File: config.mk
export PLATFORM = sky130hd
export DESIGN_NAME = idma_rd_addr_top
export DESIGN_NICKNAME = d
export VERILOG_FILES = /design/src/design/idma_rd_pkg.sv /design/src/design/idma_rd_cfg_regs.sv /design/src/design/idma_rd_sync_resi_raddr_gen.sv /design/src/design/idma_rd_lin_raddr_gen.sv /design/src/design/idma_rd_addr_fifo.sv /design/src/design/idma_rd_addr_top.sv
export SDC_FILE = /design/constraint.sdc
export NUM_CORES = 1
export LEC_CHECK = 0
export ABC_AREA = 1
export BUFFER_PORTS_ARGS = -buffer_cell sky130_fd_sc_hd__buf_2
export CORE_ASPECT_RATIO = 1.25
export CORE_MARGIN = 2
export CORE_UTILIZATION = 55
export CTS_CLUSTER_DIAMETER = 100
export DETAILED_ROUTE_END_ITERATION = 16
export PLACE_DENSITY = 0.72
export SKIP_CTS_REPAIR_TIMING = 1
export SLEW_MARGIN = 20
export SYNTH_ARGS = -nofsm -noshare
export SYNTH_HDL_FRONTEND = slang
export SYNTH_SLANG_ARGS = --single-unit
File: constraint.sdc
create_clock -name clk -period 6.1 [get_ports clk]
set_input_delay 1.22 -clock clk [delete_from_list [all_inputs] [get_ports clk]]
set_output_delay 1.22 -clock clk [all_outputs]
set_load 0.01 [all_outputs]
File: src/design/idma_rd_pkg.sv
package idma_rd_pkg;

    localparam int ADDR_W     = 32;
    localparam int CNT_W      = 16;
    localparam int REG_ADDR_W = 3;

    // register map
    localparam logic [REG_ADDR_W-1:0] REG_CTRL   = 3'd0;
    localparam logic [REG_ADDR_W-1:0] REG_FMAPA  = 3'd1;
    localparam logic [REG_ADDR_W-1:0] REG_FMAPB  = 3'd2;
    localparam logic [REG_ADDR_W-1:0] REG_GAP    = 3'd3;
    localparam logic [REG_ADDR_W-1:0] REG_LOOP   = 3'd4;
    localparam logic [REG_ADDR_W-1:0] REG_STATUS = 3'd5;

    // ctrl fields, start is self-clearing
    localparam int CTRL_START_BIT = 0;
    localparam int CTRL_MODE_BIT  = 1;
    localparam int STATUS_BUSY_BIT = 0;

    localparam int ADDR_FIFO_DEPTH = 8;
    localparam int AFIFO_PTR_W     = $clog2(ADDR_FIFO_DEPTH);
    localparam int AFIFO_CNT_W     = $clog2(ADDR_FIFO_DEPTH + 1);

    typedef enum logic [2:0] {RESI_IDLE, RESI_TRANS_FMAPA, RESI_TRANS_FMAPB} resi_state_e;

    typedef enum logic {LIN_IDLE, LIN_TRANS} lin_state_e;

    typedef enum logic {
        RD_MODE_LINEAR = 1'b0,
        RD_MODE_RESI   = 1'b1
    } rd_mode_e;

endpackage

File: src/design/idma_rd_cfg_regs.sv
`timescale 1ns/1ps

module idma_rd_cfg_regs
    import idma_rd_pkg::*;
(
    input  logic                  clk,
    input  logic                  rst_n,
    input  logic                  cfg_wr,
    input  logic [REG_ADDR_W-1:0] cfg_addr,
    input  logic [ADDR_W-1:0]     cfg_wdata,
    output logic [ADDR_W-1:0]     cfg_rdata,
    input  logic                  resi_busy,
    input  logic                  lin_busy,
    output logic                  rd_req,
    output logic                  rd_resi_mode,
    output logic                  rd_lin_mode,
    output logic [ADDR_W-1:0]     rd_fmapA_addr,
    output logic [ADDR_W-1:0]     rd_fmapB_addr,
    output logic [CNT_W-1:0]      rd_addr_gap,
    output logic [CNT_W-1:0]      rd_loop_num
);

    rd_mode_e mode_q;
    logic     busy_any;
    logic     start_wr;
    logic     desc_wr;

    // rd_req counts as busy, generators raise busy one cycle later
    assign busy_any = resi_busy | lin_busy | rd_req;

    assign start_wr = cfg_wr && (cfg_addr == REG_CTRL) && cfg_wdata[CTRL_START_BIT];
    // descriptor frozen while a transfer runs
    assign desc_wr  = cfg_wr && !busy_any;

    always_ff @(posedge clk or negedge rst_n) begin
        if (!rst_n) begin
            rd_req <= 1'b0;
        end else begin
            rd_req <= start_wr && !busy_any;
        end
    end

    always_ff @(posedge clk or negedge rst_n) begin
        if (!rst_n) begin
            mode_q        <= RD_MODE_LINEAR;
            rd_fmapA_addr <= '0;
            rd_fmapB_addr <= '0;
            rd_addr_gap   <= '0;
            rd_loop_num   <= '0;
        end else if (desc_wr) begin
            case (cfg_addr)
                REG_CTRL:  mode_q        <= rd_mode_e'(cfg_wdata[CTRL_MODE_BIT]);
                REG_FMAPA: rd_fmapA_addr <= cfg_wdata;
                REG_FMAPB: rd_fmapB_addr <= cfg_wdata;
                REG_GAP:   rd_addr_gap   <= cfg_wdata[CNT_W-1:0];
                REG_LOOP:  rd_loop_num   <= cfg_wdata[CNT_W-1:0];
                default: ;
            endcase
        end
    end

    assign rd_resi_mode = (mode_q == RD_MODE_RESI);
    assign rd_lin_mode  = (mode_q == RD_MODE_LINEAR);

    always_comb begin
        cfg_rdata = '0;
        case (cfg_addr)
            REG_CTRL:   cfg_rdata[CTRL_MODE_BIT] = mode_q;
            REG_FMAPA:  cfg_rdata = rd_fmapA_addr;
            REG_FMAPB:  cfg_rdata = rd_fmapB_addr;
            REG_GAP:    cfg_rdata = {{(ADDR_W-CNT_W){1'b0}}, rd_addr_gap};
            REG_LOOP:   cfg_rdata = {{(ADDR_W-CNT_W){1'b0}}, rd_loop_num};
            REG_STATUS: cfg_rdata[STATUS_BUSY_BIT] = busy_any;
            default:    cfg_rdata = '0;
        endcase
    end

endmodule

File: src/design/idma_rd_sync_resi_raddr_gen.sv
`timescale 1ns/1ps

module idma_rd_sync_resi_raddr_gen
    import idma_rd_pkg::*;
(
    input  logic              clk,
    input  logic              rst_n,
    input  logic              rd_resi_mode,
    input  logic [ADDR_W-1:0] rd_resi_fmapA_addr,
    input  logic [ADDR_W-1:0] rd_resi_fmapB_addr,
    input  logic [CNT_W-1:0]  rd_resi_addr_gap,
    input  logic [CNT_W-1:0]  rd_resi_loop_num,
    input  logic              rd_req,
    input  logic              rd_afifo_full_s,
    output logic              rd_resi_req,
    output logic [ADDR_W-1:0] rd_resi_addr,
    output logic              resi_busy
);

    resi_state_e       resi_cs;
    resi_state_e       resi_ns;
    logic [CNT_W-1:0]  rd_resi_loop_cnt;
    logic [ADDR_W-1:0] resi_fmapA_addr;
    logic [ADDR_W-1:0] resi_fmapB_addr;
    logic [ADDR_W-1:0] gap_ext;
    logic [CNT_W-1:0]  loop_num_m1;
    logic [CNT_W-1:0]  loop_num_m2;
    logic              resi_start;
    logic              resi_addr_last;

    assign gap_ext     = {{(ADDR_W-CNT_W){1'b0}}, rd_resi_addr_gap};
    assign loop_num_m1 = rd_resi_loop_num - 1'b1;
    // wraps for n = 1, so no extra +1 then
    assign loop_num_m2 = rd_resi_loop_num - 2'd2;

    assign resi_start  = rd_req && rd_resi_mode;
    assign resi_busy   = (resi_cs != RESI_IDLE);
    assign rd_resi_req = resi_busy && !rd_afifo_full_s;

    assign resi_addr_last = rd_resi_req && (resi_cs == RESI_TRANS_FMAPB) &&
                            (rd_resi_loop_cnt == loop_num_m1);

    always_ff @(posedge clk) begin
        if (resi_start) begin
            resi_fmapA_addr <= rd_resi_fmapA_addr;
        end else if (rd_resi_req && (resi_cs == RESI_TRANS_FMAPA)) begin
            resi_fmapA_addr <= resi_fmapA_addr + gap_ext;
        end
    end

    // last B address of the transfer gets the extra byte
    always_ff @(posedge clk) begin
        if (resi_start) begin
            resi_fmapB_addr <= rd_resi_fmapB_addr;
        end else if (rd_resi_req && (resi_cs == RESI_TRANS_FMAPB)) begin
            if (rd_resi_loop_cnt == loop_num_m2) begin
                resi_fmapB_addr <= resi_fmapB_addr + gap_ext + 1'b1;
            end else begin
                resi_fmapB_addr <= resi_fmapB_addr + gap_ext;
            end
        end
    end

    // one count per A/B pair
    always_ff @(posedge clk or negedge rst_n) begin
        if (!rst_n) begin
            rd_resi_loop_cnt <= '0;
        end else if (resi_start || resi_addr_last) begin
            rd_resi_loop_cnt <= '0;
        end else if (rd_resi_req && (resi_cs == RESI_TRANS_FMAPB)) begin
            rd_resi_loop_cnt <= rd_resi_loop_cnt + 1'b1;
        end
    end

    always_ff @(posedge clk or negedge rst_n) begin
        if (!rst_n) begin
            resi_cs <= RESI_IDLE;
        end else begin
            resi_cs <= resi_ns;
        end
    end

    always_comb begin
        resi_ns = resi_cs;
        case (resi_cs)
            RESI_IDLE: begin
                if (resi_start) begin
                    resi_ns = RESI_TRANS_FMAPA;
                end
            end
            RESI_TRANS_FMAPA: begin
                if (rd_resi_req) begin
                    resi_ns = RESI_TRANS_FMAPB;
                end
            end
            RESI_TRANS_FMAPB: begin
                if (resi_addr_last) begin
                    resi_ns = RESI_IDLE;
                end else if (rd_resi_req) begin
                    resi_ns = RESI_TRANS_FMAPA;
                end
            end
            default: resi_ns = RESI_IDLE;
        endcase
    end

    always_comb begin
        case (resi_cs)
            RESI_TRANS_FMAPA: rd_resi_addr = resi_fmapA_addr;
            RESI_TRANS_FMAPB: rd_resi_addr = resi_fmapB_addr;
            default:          rd_resi_addr = '0;
        endcase
    end

    // stalled address survives until the FIFO drains
    a_hold_on_full: assert property (
        @(posedge clk) disable iff (!rst_n)
        resi_busy && rd_afifo_full_s |=> $stable(rd_resi_addr)
    );

endmodule

File: src/design/idma_rd_lin_raddr_gen.sv
`timescale 1ns/1ps

module idma_rd_lin_raddr_gen
    import idma_rd_pkg::*;
(
    input  logic              clk,
    input  logic              rst_n,
    input  logic              rd_lin_mode,
    input  logic [ADDR_W-1:0] rd_lin_base_addr,
    input  logic [CNT_W-1:0]  rd_lin_addr_gap,
    input  logic [CNT_W-1:0]  rd_lin_loop_num,
    input  logic              rd_req,
    input  logic              rd_afifo_full_s,
    output logic              rd_lin_req,
    output logic [ADDR_W-1:0] rd_lin_addr,
    output logic              lin_busy
);

    lin_state_e       lin_cs;
    lin_state_e       lin_ns;
    logic [CNT_W-1:0] lin_cnt;
    logic             lin_start;
    logic             lin_last;

    assign lin_start  = rd_req && rd_lin_mode;
    assign lin_busy   = (lin_cs == LIN_TRANS);
    assign rd_lin_req = lin_busy && !rd_afifo_full_s;
    assign lin_last   = rd_lin_req && (lin_cnt == rd_lin_loop_num - 1'b1);

    always_ff @(posedge clk) begin
        if (lin_start) begin
            rd_lin_addr <= rd_lin_base_addr;
        end else if (rd_lin_req) begin
            rd_lin_addr <= rd_lin_addr + {{(ADDR_W-CNT_W){1'b0}}, rd_lin_addr_gap};
        end
    end

    always_ff @(posedge clk or negedge rst_n) begin
        if (!rst_n) begin
            lin_cnt <= '0;
        end else if (lin_start) begin
            lin_cnt <= '0;
        end else if (rd_lin_req) begin
            lin_cnt <= lin_cnt + 1'b1;
        end
    end

    always_ff @(posedge clk or negedge rst_n) begin
        if (!rst_n) begin
            lin_cs <= LIN_IDLE;
        end else begin
            lin_cs <= lin_ns;
        end
    end

    always_comb begin
        lin_ns = lin_cs;
        case (lin_cs)
            LIN_IDLE:  if (lin_start) lin_ns = LIN_TRANS;
            LIN_TRANS: if (lin_last) lin_ns = LIN_IDLE;
            default:   lin_ns = LIN_IDLE;
        endcase
    end

    // first strobe comes a cycle after rd_req, never with it
    a_no_req_idle: assert property (
        @(posedge clk) disable iff (!rst_n)
        rd_req |-> !rd_lin_req
    );

endmodule

File: src/design/idma_rd_addr_fifo.sv
`timescale 1ns/1ps

module idma_rd_addr_fifo
    import idma_rd_pkg::*;
(
    input  logic              clk,
    input  logic              rst_n,
    input  logic              wr_a,
    input  logic [ADDR_W-1:0] wr_a_data,
    input  logic              wr_b,
    input  logic [ADDR_W-1:0] wr_b_data,
    output logic              full,
    input  logic              addr_pop,
    output logic              addr_valid,
    output logic [ADDR_W-1:0] addr_data
);

    logic [ADDR_W-1:0]      mem [ADDR_FIFO_DEPTH];
    logic [AFIFO_PTR_W-1:0] wr_ptr;
    logic [AFIFO_PTR_W-1:0] rd_ptr;
    logic [AFIFO_CNT_W-1:0] count;
    logic [ADDR_W-1:0]      wr_data;
    logic                   wr_en;
    logic                   rd_en;

    assign wr_en   = (wr_a || wr_b) && !full;
    assign rd_en   = addr_pop && addr_valid;
    assign wr_data = wr_a ? wr_a_data : wr_b_data;

    assign full       = (count == AFIFO_CNT_W'(ADDR_FIFO_DEPTH));
    assign addr_valid = (count != '0);
    assign addr_data  = mem[rd_ptr];

    always_ff @(posedge clk) begin
        if (wr_en) begin
            mem[wr_ptr] <= wr_data;
        end
    end

    // depth is a power of two, pointers wrap on their own
    always_ff @(posedge clk or negedge rst_n) begin
        if (!rst_n) begin
            wr_ptr <= '0;
            rd_ptr <= '0;
        end else begin
            if (wr_en) begin
                wr_ptr <= wr_ptr + 1'b1;
            end
            if (rd_en) begin
                rd_ptr <= rd_ptr + 1'b1;
            end
        end
    end

    always_ff @(posedge clk or negedge rst_n) begin
        if (!rst_n) begin
            count <= '0;
        end else begin
            case ({wr_en, rd_en})
                2'b10:   count <= count + 1'b1;
                2'b01:   count <= count - 1'b1;
                default: count <= count;
            endcase
        end
    end

    // only one generator runs per transfer
    a_one_writer: assert property (
        @(posedge clk) disable iff (!rst_n)
        !(wr_a && wr_b)
    );

    a_no_write_full: assert property (
        @(posedge clk) disable iff (!rst_n)
        (wr_a || wr_b) |-> !full
    );

endmodule

File: src/design/idma_rd_addr_top.sv
`timescale 1ns/1ps

module idma_rd_addr_top
    import idma_rd_pkg::*;
(
    input  logic                  clk,
    input  logic                  rst_n,
    input  logic                  cfg_wr,
    input  logic [REG_ADDR_W-1:0] cfg_addr,
    input  logic [ADDR_W-1:0]     cfg_wdata,
    output logic [ADDR_W-1:0]     cfg_rdata,
    input  logic                  addr_pop,
    output logic                  addr_valid,
    output logic [ADDR_W-1:0]     addr_data
);

    logic              rd_req;
    logic              rd_resi_mode;
    logic              rd_lin_mode;
    logic [ADDR_W-1:0] rd_fmapA_addr;
    logic [ADDR_W-1:0] rd_fmapB_addr;
    logic [CNT_W-1:0]  rd_addr_gap;
    logic [CNT_W-1:0]  rd_loop_num;
    logic              resi_busy;
    logic              lin_busy;
    logic              rd_resi_req;
    logic [ADDR_W-1:0] rd_resi_addr;
    logic              rd_lin_req;
    logic [ADDR_W-1:0] rd_lin_addr;
    logic              afifo_full;

    idma_rd_cfg_regs i_cfg_regs (
        .clk           (clk),
        .rst_n         (rst_n),
        .cfg_wr        (cfg_wr),
        .cfg_addr      (cfg_addr),
        .cfg_wdata     (cfg_wdata),
        .cfg_rdata     (cfg_rdata),
        .resi_busy     (resi_busy),
        .lin_busy      (lin_busy),
        .rd_req        (rd_req),
        .rd_resi_mode  (rd_resi_mode),
        .rd_lin_mode   (rd_lin_mode),
        .rd_fmapA_addr (rd_fmapA_addr),
        .rd_fmapB_addr (rd_fmapB_addr),
        .rd_addr_gap   (rd_addr_gap),
        .rd_loop_num   (rd_loop_num)
    );

    idma_rd_sync_resi_raddr_gen i_resi_gen (
        .clk                (clk),
        .rst_n              (rst_n),
        .rd_resi_mode       (rd_resi_mode),
        .rd_resi_fmapA_addr (rd_fmapA_addr),
        .rd_resi_fmapB_addr (rd_fmapB_addr),
        .rd_resi_addr_gap   (rd_addr_gap),
        .rd_resi_loop_num   (rd_loop_num),
        .rd_req             (rd_req),
        .rd_afifo_full_s    (afifo_full),
        .rd_resi_req        (rd_resi_req),
        .rd_resi_addr       (rd_resi_addr),
        .resi_busy          (resi_busy)
    );

    // linear mode walks fmap A only
    idma_rd_lin_raddr_gen i_lin_gen (
        .clk              (clk),
        .rst_n            (rst_n),
        .rd_lin_mode      (rd_lin_mode),
        .rd_lin_base_addr (rd_fmapA_addr),
        .rd_lin_addr_gap  (rd_addr_gap),
        .rd_lin_loop_num  (rd_loop_num),
        .rd_req           (rd_req),
        .rd_afifo_full_s  (afifo_full),
        .rd_lin_req       (rd_lin_req),
        .rd_lin_addr      (rd_lin_addr),
        .lin_busy         (lin_busy)
    );

    idma_rd_addr_fifo i_addr_fifo (
        .clk        (clk),
        .rst_n      (rst_n),
        .wr_a       (rd_resi_req),
        .wr_a_data  (rd_resi_addr),
        .wr_b       (rd_lin_req),
        .wr_b_data  (rd_lin_addr),
        .full       (afifo_full),
        .addr_pop   (addr_pop),
        .addr_valid (addr_valid),
        .addr_data  (addr_data)
    );

endmodule

==> impl_metrics.tcl, run 1 <==
set metrics [dict create \
    cpPeakStageDelay_ns 0.97 \
    cts_sinks 495 \
    gp_congestion 1.02 \
    htreeDepth 2 \
    grt_max_degree 96 \
    clk_pin_slew_ns 0.06 \
    hold_violations 0 \
    power_density_nw_per_um2 596 \
    clk_path_buf_depth 3 \
    drive_above_1_share 0.0832 \
    crit_slowest_cell "dfrtp_4" \
    layout_common_cells "nand2_1, nor2_1, o21ai_0" \
    rsz0062_at_grt "false" \
    cp_data_arrival_time_ns 3.46 \
    final_util 0.616 \
    grt_pass1_vias 22100 \
    power_mw 18.1 \
    synth-seq-area-share 0.518 \
    max_freq_mhz 214 \
    ios 104 \
    cp-end-kind "primary output" \
    die_w_um 203 \
    fin_cells 3982 \
    crit_buf_inv 3 \
    vias_per_cell 5.80 \
    cpLargestDelayFamily "buffers and inverters" \
    die_h_um 253 \
    min_path_cells 2 \
    wire_per_inst_um 19.2 \
    wl_mm 76.3 \
    drc 0 \
    cp-start-kind "flip-flop" \
    fillerInstances 4208 \
    synth_mux_area_frac 0 \
    cts_buffers 49 \
    synth_top_family_by_area "simple AND/OR/NAND/NOR gates" \
    antenna_found_initial 0 \
    setup_viol 0 \
    rr_endpoint "i_resi_gen.rd_resi_loop_cnt[14]" \
    synth_edf_count 352 \
    yosys_warnings 0 \
    synthAdderAreaFrac 0.0318 \
    drt-initial-drc-count 2068 \
    required_ns 4.88 \
    synthToLayoutAreaGrowth_pct 11.0 \
    maxSlewViolCount 0 \
    placed_area_um2 28500 \
    slew_headroom 0.289 \
    yosysUniqueCellTypes 50 \
    cts_root_buf "clkbuf_16" \
    finalSetupTns_ns 0 \
    crit_chain "clkinv_2 > buf_4 > o21ai_0 > o22ai_1 > nor2_1 > a31oi_1 > buf_2" \
    portBuffers 103 \
    post-route-min-period_ns 4.68 \
    drv_cap 0 \
    critPathMaxFanout 77 \
    finalWorstSetupSlack_ns 1.42 \
    start_util 0.555 \
    die_area_um2 51500 \
    cts_tree "yes" \
    yosys_most_used_dff "edfxtp_1" \
    diodes 0 \
    nets 3397 \
    synth_area_um2 27300 \
    clk-insertion-delay-late_ns 0.61 \
    synth-compound-area-share 0.123 \
    row_count 91 \
    fin_skew_ns 0.0216 \
    outcome "completed" \
    syn_avg_cell_area_um2 8.45 \
    regToRegSetupSlack_ns 2.46 \
    fin_area_um2 30300 \
    timing.rr.start "i_resi_gen.resi_cs[0]" \
    whs_ns 0.493 \
    critical_path.startpoint "i_addr_fifo.rd_ptr[0]" \
    ys_seq_elements 495 \
    synthSimpleGateAreaFrac 0.229 \
    reg2regPathDepth 10 \
    syn-num-nets 3338 \
    hold_end "i_cfg_regs.rd_fmapA_addr[18]" \
    grt_pass1_wl_mm 118 \
    vias 23100 \
    period_share 0.767 \
    tightestPinTransition_ns 1.06 \
    p_leak_nw 12.9 \
    grt.overflow.total 0 \
    min_from "i_cfg_regs.rd_fmapA_addr[18]" \
    drtAntennaViolNets 0 \
    yosys.area.top_type_share 0.387 \
    dpl.cell_count 3890 \
    ir_drop_uv 395 \
    gr-usage-all-layers 0.294 \
    synth_xor_area_frac 0.0359 \
    synth_area_leaders "edfxtp_1, dfrtp_1, nand2_1, o21ai_0, nor2_1" \
    drt_first_pass_iters 6 \
    async_reset_ff_frac 0.289 \
    yosys.area.top_type "edfxtp_1" \
    synthCells 3232 \
    pre_cts_ws_ns 2.00 \
    hold_path_class "flip-flop to flip-flop" \
    crit_type "flip-flop to primary output" \
    core-area_um2 49200 \
    dp_hpwl_mm 53.9 \
    final_common_cell "nand2_1" \
]
[sequential cells by signal, indices dropped and copies added (netlist names), 4 cells and up]
register / flops
i_resi_gen.resi_fmapB_addr: 32
i_lin_gen.rd_lin_addr: 32
i_resi_gen.resi_fmapA_addr: 32
i_cfg_regs.rd_fmapB_addr: 32
i_addr_fifo.count: 4
i_addr_fifo.mem: 256
i_cfg_regs.rd_fmapA_addr: 32
i_cfg_regs.rd_addr_gap: 16
i_cfg_regs.rd_loop_num: 16
i_resi_gen.rd_resi_loop_cnt: 16
i_lin_gen.lin_cnt: 16
[cells by family after synthesis]
family / after synthesis
xor gates and xnor gates: 112
and+or+nand+nor: 1504
buffers and inverters: 448
DFF: 495
AOI/OAI and AO/OA: 606
adders and majority gates: 67
[cell usage after synthesis, types with 5 or more instances]
master and n:
nor4_1 15, o21bai_1 8, nand3_1 175, nand2_1 792, a22o_1 20, dfrtp_1 143
nand2_2 8, a21o_1 5, inv_2 6, xor2_1 83, buf_1 9, edfxtp_1 352
ha_1 63, clkbuf_1 107, o2111ai_1 16, a21oi_1 67, nor2_1 387, nor3b_1 5
xnor2_1 29, nand4_1 31, nor2_2 11, inv_1 314, o21ai_1 10, nand3b_1 8
buf_2 6, o22ai_1 58, clkinv_1 5, o21ai_0 366, nor3_1 49, a31oi_1 39
[tightest hold or removal path: stages, from the launching register on]
cell and delay, ns:
dfrtp_1 0.34, nand2_1 0.05, o21ai_0 0.06
[where the power goes]
group / internal (mW) / leakage, nW / switching (mW)
clock network: 2.02 / 0.882 / 1.34
logic: 2.58 / 6.94 / 5.59
registers: 5.52 / 5.10 / 1.01
[routing by layer]
layer,global-route usage,part of all wire,vias to the layer above
li1,-,-,11000
met1,0.393,0.42,11000
met2,0.498,0.48,907
met3,0.0368,0.071,135
met4,0.0945,0.028,0
met5,0,0,-
[worst max path at each step]
stage,endpoint,slack [ns],cells after the start
5_1_grt,addr_data[19],1.18,7
3_3_place_gp,cfg_rdata[2],2.10,6
3_5_place_dp,cfg_rdata[2],2.00,6
2_1_floorplan,i_addr_fifo.mem[1][0],1.38,6
4_1_cts,addr_data[19],1.48,7
6_report,addr_data[19],1.42,7
[cell type report]
| class | count | area [um^2] | share of cell area |
|---|---|---|---|
| flip-flops and latches | 495 | 14200 | 0.467 |
| multi-input cells | 2289 | 11600 | 0.382 |
| clock buffers | 65 | 1380 | 0.0454 |
| inverters | 325 | 1220 | 0.0403 |
| well taps | 651 | 815 | 0.0269 |
| repair buffers | 131 | 752 | 0.0248 |
| clock inverters | 26 | 422 | 0.0139 |
Note: power is estimated with default switching activity, not from simulation.
==> run 2, diff against run 1 <==
ABC_AREA = 0   (was 1)
clock period = 4.8 ns   (was 6.1 ns; I/O delays follow)
==> run 2 against run 1 <==
Net effect:
- critical path depth up 4
- global-route usage down 3.7 points
- first-iteration DRC count down 37%
- cell count down 26%
- count of clock-buffer cells in the layout down 6
- register-to-register slack worse by 1.9 ns
- synthesized area down 3.0%
- combinational power up 24%
- clock power up 21%
- sequential power up 29%
- sequential cell count unchanged
- sequential share of layout area up 1.6 points
==> impl_metrics.tcl, run 2 <==
set metrics [dict create \
    cpPeakStageDelay_ns 0.68 \
    period_share 0.889 \
    final_common_cell "edfxtp_1" \
    antenna_found_initial 0 \
    grt_max_degree 92 \
    synth_edf_count 352 \
    async_reset_ff_frac 0.289 \
    diodes 0 \
    regMostFlops "i_addr_fifo.mem" \
    grt_pass1_vias 18300 \
    finalSetupTns_ns 0 \
    clk-insertion-delay-late_ns 0.59 \
    row_count 89 \
    p_int_mw 13.7 \
    cpLargestDelayFamily "compound AO/OA/AOI/OAI gates" \
    power_density_nw_per_um2 771 \
    vias 18200 \
    maxSlewViolCount 0 \
    drive_above_1_share 0.201 \
    nets 2362 \
    cts_tree "yes" \
    required_ns 5.14 \
    clk_path_buf_depth 3 \
    synth_top_family_by_area "simple AND/OR/NAND/NOR gates" \
    hold_path_class "primary input to async pin" \
    clk_pin_slew_ns 0.07 \
    wl_mm 64.1 \
    die_h_um 249 \
    yosys.area.top_type_share 0.399 \
    drtAntennaViolNets 0 \
    start_util 0.558 \
    ir_drop_uv 407 \
    syn-num-nets 2302 \
    fin_skew_ns 0.0204 \
    cp-start-kind "flip-flop" \
    drt-initial-drc-count 1306 \
    cts_sinks 495 \
    synth_most_common_cell "edfxtp_1" \
    syn_avg_cell_area_um2 12.1 \
    cts_root_buf "clkbuf_16" \
    fillerInstances 3730 \
    synthAdderAreaFrac 0.0328 \
    cts_buffers 48 \
    crit_slowest_cell "nor4b_4" \
    core-area_um2 47400 \
    rsz0062_at_grt "false" \
    synth_area_um2 26500 \
    synthTopCellsByCount "edfxtp_1, nand2_1, dfrtp_1" \
    grt_pass1_wl_mm 102 \
    drv_cap 0 \
    synthSimpleGateAreaFrac 0.131 \
    synthToLayoutAreaGrowth_pct 10.7 \
    highest_layer "met4" \
    crit_buf_inv 0 \
    slew_headroom 0.277 \
    die_area_um2 49900 \
    yosys.area.top_type "edfxtp_1" \
    die_w_um 200 \
    switchingPower_mw 8.93 \
    vias_per_cell 6.20 \
    gp_congestion 0.910 \
    yosys_warnings 0 \
    outcome "completed" \
    tightestPinTransition_ns 1.07 \
    fin_area_um2 29300 \
    ys_seq_elements 495 \
    ios 104 \
    post-route-min-period_ns 4.27 \
    yosysUniqueCellTypes 96 \
    p_comb_frac 0.448 \
    crit_chain "ha_1 > fa_1 > a211oi_1 > o21ai_1 > a21boi_1 > xor2_1 > a2111oi_0 > nand4_2 > nor4b_4 > nand4_1 > a31o_1" \
    power_mw 22.6 \
    setup_viol 0 \
    layout_common_cells "edfxtp_1, nand2_1, dfrtp_1" \
    dp_hpwl_mm 44.5 \
    synth_mux_area_frac 0.113 \
    htreeDepth 2 \
    max_freq_mhz 234 \
    yosys_most_used_dff "edfxtp_1" \
    cp-end-kind "flip-flop" \
    route.met2.wl_mm 31.8 \
    synth_xor_area_frac 0.0589 \
    drc 0 \
    wl_met1_mm 26.8 \
    synthCells 2196 \
    portBuffers 103 \
    placed_area_um2 27600 \
    cp_data_arrival_time_ns 4.61 \
    drt_first_pass_iters 5 \
    crit_type "flip-flop to flip-flop" \
    synth-seq-area-share 0.534 \
    gr-usage-all-layers 0.257 \
    grt.overflow.total 0 \
    synth_area_leaders "edfxtp_1, dfrtp_1, mux2_2, mux4_2, nand2_1" \
    clockPowerShare 0.180 \
    synth-compound-area-share 0.104 \
    critPathMaxFanout 13 \
    wire_per_inst_um 21.9 \
    p_sw_frac 0.395 \
    largest_register_ffs 256 \
    p_leak_nw 11.1 \
    routed-wl-met3_mm 3.72 \
    power_frac_seq 0.372 \
    hold_violations 0 \
]
-- run 2: through the flow --
step,setup WS [ns],hold slack (ns),instances,util
2_1_floorplan,0.772,0.479,2196,-
3_3_place_gp,0.658,0.493,2843,0.583
3_5_place_dp,0.614,0.524,2843,0.583
4_1_cts,0.566,0.467,2930,0.618
5_1_grt,0.236,0.498,2930,0.618
6_report,0.533,0.436,2930,0.618
-- run 2: power groups by stage --
stage / sequential, mW / combinational, mW / clock, mW
after global placement: 8.35 / 9.77 / 0
after detailed placement: 8.46 / 10.0 / 0
final: 8.41 / 10.1 / 4.06
after global routing: 8.59 / 11.1 / 4.28
after CTS: 8.39 / 10.1 / 4.12
after floorplan: 7.73 / 7.73 / 0
-- run 2: routing by layer --
metal  track usage  vias up
li1              -     8370
met5             0        -
met3        0.0297      103
met2         0.435      600
met4        0.0802        0
met1         0.350     9096
-- run 2: cell families after synthesis --
| group | after synthesis |
|---|---|
| flip-flops | 495 |
| buffers and inverters | 162 |
| AO/OA/AOI/OAI | 397 |
| multiplexers | 202 |
| AND/OR/NAND/NOR | 698 |
| adder cells (fa/ha/maj) | 67 |
| XOR/XNOR | 175 |
-- run 2: final timing paths --
check	start	endpoint	slack, ns	cells after the start
min in group clk	i_addr_fifo.count[0]	i_addr_fifo.count[0]	0.54	1
min	rst_n	i_cfg_regs.rd_fmapA_addr[24]	0.44	1
max in group asynchronous	rst_n	i_addr_fifo.rd_ptr[0]	3.56	2
max	i_cfg_regs.rd_addr_gap[0]	i_resi_gen.resi_fmapB_addr[18]	0.53	11
min reg2reg	i_addr_fifo.count[0]	i_addr_fifo.count[0]	0.54	1
max reg2reg	i_cfg_regs.rd_addr_gap[0]	i_resi_gen.resi_fmapB_addr[18]	0.53	11
-- run 2: cell type report --
type                    instances  area [um^2]  share of cell area
flip-flops and latches        495        14200               0.483
multi-input cells            1539        11700               0.400
clock buffers                  59         1260              0.0431
repair buffers                139          842              0.0287
well taps                     637          797              0.0272
clock inverters                28          422              0.0144
inverters                      33          124             0.00422
